==> src/stq_cfg_pkg.sv <==
package stq_cfg_pkg;

  // Queue geometry
  localparam int STQ_DEPTH = 8;
  localparam int IDX_W = 3;     // log2 of STQ_DEPTH

  // One bank address, even or odd
  localparam int ADDR_W = 36;

  // Load check ports looking into the queue
  localparam int CHK_PORTS = 2;

endpackage
==> src/stq_types_pkg.sv <==
package stq_types_pkg;

  import stq_cfg_pkg::*;

  typedef logic [ADDR_W-1:0] addr_t;
  typedef logic [IDX_W-1:0] idx_t;
  typedef logic [IDX_W:0] cnt_t;         // Holds 0 up to STQ_DEPTH
  typedef logic [STQ_DEPTH-1:0] mask_t;  // One bit per entry

  // Bit 0 even bank, bit 1 odd bank
  typedef logic [1:0] bank_hit_t;

  // Match pairs of all entries for one check port
  typedef bank_hit_t [STQ_DEPTH-1:0] hit_vec_t;

endpackage

==> src/stq_top.sv <==
module stq_top
  import stq_cfg_pkg::*, stq_types_pkg::*;
(
  input  logic clk,
  input  logic rst,
  input  logic alloc0_en,
  input  addr_t alloc0_addr_e,
  input  addr_t alloc0_addr_o,
  input  logic alloc1_en,
  input  addr_t alloc1_addr_e,
  input  addr_t alloc1_addr_o,
  input  logic upd_en,
  input  idx_t upd_idx,
  input  logic commit_en,
  input  logic retire_en,
  input  logic excpt,
  input  logic chk0_en,
  input  addr_t chk0_addr_e,
  input  addr_t chk0_addr_o,
  input  logic chk1_en,
  input  addr_t chk1_addr_e,
  input  addr_t chk1_addr_o,
  output idx_t alloc0_idx,
  output idx_t alloc1_idx,
  output cnt_t count,
  output logic full,
  output logic chk0_valid,
  output bank_hit_t chk0_hit,
  output idx_t chk0_idx,
  output logic chk1_valid,
  output bank_hit_t chk1_hit,
  output idx_t chk1_idx
);

  mask_t wrt0_mask, wrt1_mask, upd_mask, passe_mask, free_mask;
  mask_t free, upd, passe;
  idx_t tail;
  addr_t [CHK_PORTS-1:0] chk_addr_e;
  addr_t [CHK_PORTS-1:0] chk_addr_o;
  hit_vec_t [CHK_PORTS-1:0] chk_hits;
  logic [CHK_PORTS-1:0] chk_en;
  logic [CHK_PORTS-1:0] chk_valid;
  bank_hit_t [CHK_PORTS-1:0] chk_hit;
  idx_t [CHK_PORTS-1:0] chk_idx;

  // Check ports gathered into arrays, port 0 in the low slot
  assign chk_en     = {chk1_en, chk0_en};
  assign chk_addr_e = {chk1_addr_e, chk0_addr_e};
  assign chk_addr_o = {chk1_addr_o, chk0_addr_o};

  stq_alloc u_alloc (
    .clk(clk), .rst(rst),
    .alloc0_en(alloc0_en), .alloc1_en(alloc1_en),
    .upd_en(upd_en), .upd_idx(upd_idx),
    .commit_en(commit_en), .retire_en(retire_en), .excpt(excpt),
    .free(free), .upd(upd), .passe(passe),
    .wrt0_mask(wrt0_mask), .wrt1_mask(wrt1_mask), .upd_mask(upd_mask),
    .passe_mask(passe_mask), .free_mask(free_mask),
    .alloc0_idx(alloc0_idx), .alloc1_idx(alloc1_idx),
    .tail(tail), .count(count), .full(full)
  );

  stq_addr_array u_array (
    .clk(clk), .rst(rst),
    .wrt0_mask(wrt0_mask), .wrt1_mask(wrt1_mask), .upd_mask(upd_mask),
    .passe_mask(passe_mask), .free_mask(free_mask),
    .wrt0_addr_e(alloc0_addr_e), .wrt0_addr_o(alloc0_addr_o),
    .wrt1_addr_e(alloc1_addr_e), .wrt1_addr_o(alloc1_addr_o),
    .chk_addr_e(chk_addr_e), .chk_addr_o(chk_addr_o),
    .chk_hits(chk_hits),
    .free(free), .upd(upd), .passe(passe)
  );

  stq_fwd_select u_select (
    .clk(clk), .rst(rst),
    .chk_en(chk_en), .tail(tail), .chk_hits(chk_hits),
    .chk_valid(chk_valid), .chk_hit(chk_hit), .chk_idx(chk_idx)
  );

  assign chk0_valid = chk_valid[0];
  assign chk0_hit   = chk_hit[0];
  assign chk0_idx   = chk_idx[0];
  assign chk1_valid = chk_valid[1];
  assign chk1_hit   = chk_hit[1];
  assign chk1_idx   = chk_idx[1];

endmodule

==> src/stq_fwd_select.sv <==
module stq_fwd_select
  import stq_cfg_pkg::*, stq_types_pkg::*;
(
  input  logic clk,
  input  logic rst,
  input  logic [CHK_PORTS-1:0] chk_en,
  input  idx_t tail,
  input  hit_vec_t [CHK_PORTS-1:0] chk_hits,
  output logic [CHK_PORTS-1:0] chk_valid,
  output bank_hit_t [CHK_PORTS-1:0] chk_hit,
  output idx_t [CHK_PORTS-1:0] chk_idx
);

  bank_hit_t [CHK_PORTS-1:0] hit_nxt;
  idx_t [CHK_PORTS-1:0] idx_nxt;

  // OR of bank bits, then youngest entry walking back from tail-1
  always_comb begin
    idx_t pos;
    hit_nxt = '0;
    idx_nxt = '0;
    pos = '0;
    for (int p = 0; p < CHK_PORTS; p++) begin
      for (int i = 0; i < STQ_DEPTH; i++)
        hit_nxt[p] = hit_nxt[p] | chk_hits[p][i];
      // Oldest candidate first so the nearest to tail-1 overwrites
      for (int k = STQ_DEPTH; k >= 1; k--) begin
        pos = tail - idx_t'(k);
        if (|chk_hits[p][pos]) idx_nxt[p] = pos;
      end
    end
  end

  always_ff @(posedge clk) begin
    if (rst) begin
      chk_valid <= '0;
    end else begin
      chk_valid <= chk_en;
    end
  end

  always_ff @(posedge clk) begin
    for (int p = 0; p < CHK_PORTS; p++) begin
      if (chk_en[p]) begin
        chk_hit[p] <= hit_nxt[p];
        chk_idx[p] <= idx_nxt[p];  // Stays 0 without a hit
      end
    end
  end

endmodule

==> src/stq_alloc.sv <==
module stq_alloc
  import stq_cfg_pkg::*, stq_types_pkg::*;
(
  input  logic clk,
  input  logic rst,
  input  logic alloc0_en,
  input  logic alloc1_en,
  input  logic upd_en,
  input  idx_t upd_idx,
  input  logic commit_en,
  input  logic retire_en,
  input  logic excpt,
  input  mask_t free,
  input  mask_t upd,
  input  mask_t passe,
  output mask_t wrt0_mask,
  output mask_t wrt1_mask,
  output mask_t upd_mask,
  output mask_t passe_mask,
  output mask_t free_mask,
  output idx_t alloc0_idx,
  output idx_t alloc1_idx,
  output idx_t tail,
  output cnt_t count,
  output logic full
);

  idx_t cmt_ptr;
  idx_t head;
  logic alloc_ok;
  logic dual_ok;
  logic commit_ok;
  logic retire_ok;
  mask_t flush_mask;
  cnt_t n_alloc;
  cnt_t n_flush;

  // Flush has priority, second slot only together with the first
  assign alloc_ok = alloc0_en && !excpt &&
                    (alloc1_en ? (count <= cnt_t'(STQ_DEPTH - 2)) : (count < cnt_t'(STQ_DEPTH)));
  assign dual_ok  = alloc_ok && alloc1_en;
  assign n_alloc  = alloc_ok ? (dual_ok ? cnt_t'(2) : cnt_t'(1)) : '0;

  assign commit_ok = commit_en && !excpt && !free[cmt_ptr] && upd[cmt_ptr] && !passe[cmt_ptr];
  assign retire_ok = retire_en && passe[head];

  assign flush_mask = excpt ? (~free & ~passe) : '0;  // Everything not yet committed
  assign n_flush    = cnt_t'($countones(flush_mask));

  assign alloc0_idx = tail;
  assign alloc1_idx = tail + idx_t'(1);

  assign wrt0_mask  = alloc_ok ? (mask_t'(1) << alloc0_idx) : '0;
  assign wrt1_mask  = dual_ok ? (mask_t'(1) << alloc1_idx) : '0;
  assign upd_mask   = upd_en ? (mask_t'(1) << upd_idx) : '0;
  assign passe_mask = commit_ok ? (mask_t'(1) << cmt_ptr) : '0;
  assign free_mask  = flush_mask | (retire_ok ? (mask_t'(1) << head) : '0);

  assign full = count > cnt_t'(STQ_DEPTH - 2);

  always_ff @(posedge clk) begin
    if (rst) begin
      tail    <= '0;
      cmt_ptr <= '0;
      head    <= '0;
      count   <= '0;
    end else begin
      if (excpt) tail <= cmt_ptr;  // Restart behind the last committed store
      else tail <= tail + idx_t'(n_alloc);
      if (commit_ok) cmt_ptr <= cmt_ptr + idx_t'(1);
      if (retire_ok) head <= head + idx_t'(1);
      count <= count + n_alloc - n_flush - cnt_t'(retire_ok);
    end
  end

endmodule

==> src/stq_addr_array.sv <==
module stq_addr_array
  import stq_cfg_pkg::*, stq_types_pkg::*;
(
  input  logic clk,
  input  logic rst,
  input  mask_t wrt0_mask,
  input  mask_t wrt1_mask,
  input  mask_t upd_mask,
  input  mask_t passe_mask,
  input  mask_t free_mask,
  input  addr_t wrt0_addr_e,
  input  addr_t wrt0_addr_o,
  input  addr_t wrt1_addr_e,
  input  addr_t wrt1_addr_o,
  input  addr_t [CHK_PORTS-1:0] chk_addr_e,
  input  addr_t [CHK_PORTS-1:0] chk_addr_o,
  output hit_vec_t [CHK_PORTS-1:0] chk_hits,
  output mask_t free,
  output mask_t upd,
  output mask_t passe
);

  // Match pairs as each entry produces them
  bank_hit_t [CHK_PORTS-1:0] ent_match [STQ_DEPTH];

  for (genvar i = 0; i < STQ_DEPTH; i++) begin : g_ent
    stq_addr_entry u_entry (
      .clk(clk), .rst(rst),
      .wrt0_en(wrt0_mask[i]), .wrt0_addr_e(wrt0_addr_e), .wrt0_addr_o(wrt0_addr_o),
      .wrt1_en(wrt1_mask[i]), .wrt1_addr_e(wrt1_addr_e), .wrt1_addr_o(wrt1_addr_o),
      .upd_en(upd_mask[i]),
      .passe_en(passe_mask[i]),
      .free_en(free_mask[i]),
      .chk_addr_e(chk_addr_e),
      .chk_addr_o(chk_addr_o),
      .chk_match(ent_match[i]),
      .free(free[i]), .upd(upd[i]), .passe(passe[i])
    );
  end

  // Entry-major to port-major
  always_comb begin
    for (int p = 0; p < CHK_PORTS; p++)
      for (int i = 0; i < STQ_DEPTH; i++)
        chk_hits[p][i] = ent_match[i][p];
  end

endmodule

==> src/stq_addr_entry.sv <==
module stq_addr_entry
  import stq_cfg_pkg::*, stq_types_pkg::*;
(
  input  logic clk,
  input  logic rst,
  input  logic wrt0_en,
  input  addr_t wrt0_addr_e,
  input  addr_t wrt0_addr_o,
  input  logic wrt1_en,
  input  addr_t wrt1_addr_e,
  input  addr_t wrt1_addr_o,
  input  logic upd_en,
  input  logic passe_en,
  input  logic free_en,
  input  addr_t [CHK_PORTS-1:0] chk_addr_e,
  input  addr_t [CHK_PORTS-1:0] chk_addr_o,
  output bank_hit_t [CHK_PORTS-1:0] chk_match,
  output logic free,
  output logic upd,
  output logic passe
);

  addr_t addr_e;
  addr_t addr_o;
  logic live;

  always_ff @(posedge clk) begin
    if (wrt1_en) begin  // Second slot of a pair wins
      addr_e <= wrt1_addr_e;
      addr_o <= wrt1_addr_o;
    end else if (wrt0_en) begin
      addr_e <= wrt0_addr_e;
      addr_o <= wrt0_addr_o;
    end
  end

  always_ff @(posedge clk) begin
    if (rst) begin
      free  <= 1'b1;
      upd   <= 1'b1;
      passe <= 1'b0;
    end else begin
      if (wrt0_en || wrt1_en) begin
        free  <= 1'b0;
        upd   <= 1'b0;  // Address update still pending
        passe <= 1'b0;
      end
      if (upd_en) upd <= 1'b1;
      if (passe_en) passe <= 1'b1;
      if (free_en) begin
        free  <= 1'b1;
        passe <= 1'b0;
      end
    end
  end

  // Committed or empty entries never forward
  assign live = ~free & ~passe;

  always_comb begin
    for (int p = 0; p < CHK_PORTS; p++) begin
      chk_match[p][0] = live && (chk_addr_e[p] == addr_e);
      chk_match[p][1] = live && (chk_addr_o[p] == addr_o);
    end
  end

endmodule

==> config.mk <==
export PLATFORM = sky130hd
export DESIGN_NAME = stq_top
export DESIGN_NICKNAME = d
export VERILOG_FILES = /design/src/stq_cfg_pkg.sv /design/src/stq_types_pkg.sv /design/src/stq_top.sv /design/src/stq_fwd_select.sv /design/src/stq_alloc.sv /design/src/stq_addr_array.sv /design/src/stq_addr_entry.sv
export SDC_FILE = /design/constraint.sdc
export NUM_CORES = 2
export LEC_CHECK = 0
export BUFFER_PORTS_ARGS = -buffer_cell sky130_fd_sc_hd__buf_2
export CAP_MARGIN = 20
export CORE_UTILIZATION = 60
export DETAILED_ROUTE_END_ITERATION = 7
export PLACE_DENSITY = 0.81
export SLEW_MARGIN = 25
export SYNTH_ARGS = -nofsm -noshare
export SYNTH_HDL_FRONTEND = slang
export SYNTH_SLANG_ARGS = --single-unit
export TNS_END_PERCENT = 20
==> constraint.sdc <==
create_clock -name clk -period 7 [get_ports clk]
set_input_delay 2.1 -clock clk [delete_from_list [all_inputs] [get_ports clk]]
set_output_delay 2.1 -clock clk [all_outputs]
set_load 0.02 [all_outputs]
==> flow_summary.toml <==
[power]
ir_drop_mv = 0.306
switching_share = 0.301
internal_power_uw = 6940
p_clk_frac = 0.378
power_density_mw_per_mm2 = 214
p_leak_uw = 0.0164
p_comb_frac = 0.176
switchingPower_uw = 2980
total_power_uw = 9920
power.sequential.fraction = 0.446

[yosys]
yosys_warnings = 0
syn_area_sq_mm = 0.0417
synth-seq-area-share = 0.440
synth-async-reset-ratio = 0
synth_top_area_share = 0.422
synth_area_leader_cell = "edfxtp_1"
ys_types = 65
synth_fp_nets = 3785
syn_inst = 3444
synth_area_leaders = "edfxtp_1 (42%), mux2_2 (16%), xor2_1 (12%)"
synth.avg_cell_area_sq_um = 12.1
synth_edf_count = 586
synth_flop_cell = "edfxtp_1"
ys_top_cells_by_count = "edfxtp_1 (586), mux2_2 (579), xor2_1 (557)"
ys_seq_elements = 625
yosysMostFrequentCell = "edfxtp_1"

[job]
cap_violations = 0

[critical_path]
cp_max_fo = 8
r2r-start = "u_alloc.alloc0_idx[1]"
critPathRequiredTime_ns = 7.36
cp-start-kind = "primary input"
slowest_stage = "nor4_1"
path_class = "primary input to flip-flop"
cp-end-kind = "flip-flop"
cp_data_arrival_time_ns = 6.33
timing.rr.end = "u_select.chk_idx[3]"
max_stage_delay_ns = 0.97
crit_top_cell = "nand2_1"
cp_cell_sequence = "buf_2, xnor2_1, nand4_1, nor4_1, and4_1, nor2_1, mux4_2, mux2_4, nand2_1, a21oi_1, o311ai_0, nand2_1"
worstSetupEndpoint = "u_select.chk_idx[0]"
critPathLaunch = "chk0_addr_o[21]"
r2r_cells = 9
worst-r2r-setup-slack_ns = 2.12

[sta]
min_period_ns = 5.97
worst_slew_margin_rel = 0.121
min_period_over_period = 0.853
rsz0062_at_grt = "false"
tns_ns = 0
slew_violations = 0
fmax_ghz = 0.168
final-setup-viol-count = 0
clock_skew_ns = 0.0309
worst_pin_slew_ns = 1.31
finalHoldViolations = 0

[grt]
grt_max_degree = 56
overflow = 0
antenna_found_initial = 20
grt_usage = 0.526
grt_first_pass_wirelength_mm = 252
grt_pass1_vias = 30400

[clocking]
cts_tree = "yes"
cts_max_level = 3
cts_root_buffer = "clkbuf_16"
post-cts-setup-buffer-count = 0
cts-buffers-inserted = 71
hold_buffers = 0
cts_resized = 0
clock_sinks = 625
cts_buffer_depth = 3
clk_transition_reported_paths_ns = 0.06
clkLatencyLatePin_ns = 0.66

[place]
hpwl_mm = 145
placedInstanceArea_sq_mm = 0.0440
gp_congestion = 1.26
numPortBuffers = 323

[final_layout]
area_growth_pct = 10.9
n_fill_cell = 5213
fin_area_sq_mm = 0.0463
finalNetCount = 4005
drive_gt1_frac = 0.296

[worst_hold_path]
hold_path.class = "flip-flop to flip-flop"

[die]
die_area_sq_mm = 0.0706
start_util = 0.608
coreArea_sq_mm = 0.0687
row_count = 96
die_h_um = 266
io-pin-count = 324
fp.dieW_um = 266

[routing]
vias_per_cell = 7.23
routedWlPerCell_um = 40.6
dr_total_vias = 33700
drt-pass1-iter-count = 7
drtAntennaViolNets = 0
drc = 0
detail_route.iter0.violations = 7107
drt-total-wl_mm = 189

[outcome]
outcome = "complete, no violations"
-- per-layer routing --
metal	global-route usage	wire length, um	vias to the layer above
met5	0.0707	866	-
met4	0.178	8670	34
met3	0.288	37200	574
met2	0.668	70500	3464
met1	0.736	72300	16700
li1	-	-	13000
-- layout by cell type (no fill, tap or decap), types with 33 or more instances in the layout --
cell and instances:
nor3_1 36, nand4_1 153, xnor2_1 556, edfxtp_1 586
dfxtp_1 39, buf_4 39, inv_1 66, nand3_1 46
nor2_1 64, nor4_1 164, mux2_2 579, clkbuf_16 72
nand2_1 33, buf_2 323, xor2_1 557
-- kinds of logic after synthesis --
group           count (synthesis)  share of synthesized area
xor+xnor                     1114                      0.234
flops                         625                      0.440
mux                           611                      0.169
simple gates                  587                     0.0810
buf+inv                       299                     0.0324
compound gates                168                     0.0300
fa+ha+maj                      40                     0.0136
-- metrics by stage --
stage                     setup WS [ns]  hold slack, ns   util  std cells
after floorplan                    1.41           0.422      -       3444
after global placement            0.811           0.430  0.640       4522
after detailed placement          0.815           0.440  0.640       4522
after CTS                          1.41           0.455  0.673       4649
after global routing               1.30           0.470  0.673       4654
final                              1.03           0.453  0.674       4666
-- critical path: cells and delay by family --
family	cells	cell delay, ns
AND/OR/NAND/NOR	6	2.09
AO/OA/AOI/OAI	2	0.54
XOR/XNOR	1	0.54
multiplexers	2	0.87
buffers and inverters	1	0.20
-- cell type report --
| type | count | area, sq um | area share |
|---|---|---|---|
| Antenna cell | 17 | 42.5 | 0.000919 |
| Clock buffer | 92 | 1890 | 0.0409 |
| Clock inverter | 35 | 383 | 0.00827 |
| Inverter | 77 | 302 | 0.00651 |
| Multi-Input combinational cell | 2520 | 22100 | 0.477 |
| Sequential cell | 625 | 18400 | 0.397 |
| Tap cell | 931 | 1160 | 0.0252 |
| Timing Repair Buffer | 369 | 2050 | 0.0443 |
-- power groups by stage --
stage          clock network [uW]  logic, uW  registers [uW]
3_3_place_gp                    0       1610            4480
2_1_floorplan                   0        930            4440
6_report                     3750       1750            4420
4_1_cts                      3730       1630            4410
5_1_grt                      3850       1750            4420
3_5_place_dp                    0       1620            4480
-- flip-flops by register name (all words and copies together), names as in the netlist, 4 cells and up --
signal,cells
u_select.chk_hit,4
u_select.chk_idx,6
u_array.g_ent.u_entry.passe,8
u_array.g_ent.u_entry.addr_e,288
u_array.g_ent.u_entry.addr_o,288
u_alloc.count,4
u_array.g_ent.u_entry.upd,8
u_array.g_ent.u_entry.free,8
-- worst min path at each step --
stage | from | to | cells after the start
after floorplan | u_array.g_ent[3].u_entry.free | u_array.g_ent[3].u_entry.free | 2
after global placement | u_array.g_ent[3].u_entry.free | u_array.g_ent[3].u_entry.free | 2
after detailed placement | u_array.g_ent[1].u_entry.free | u_array.g_ent[1].u_entry.free | 1
after CTS | u_array.g_ent[1].u_entry.free | u_array.g_ent[1].u_entry.free | 1
after global routing | u_array.g_ent[1].u_entry.free | u_array.g_ent[1].u_entry.free | 1
final | u_array.g_ent[0].u_entry.free | u_array.g_ent[0].u_entry.free | 1
No activity file was read; power rests on OpenSTA's default activity.
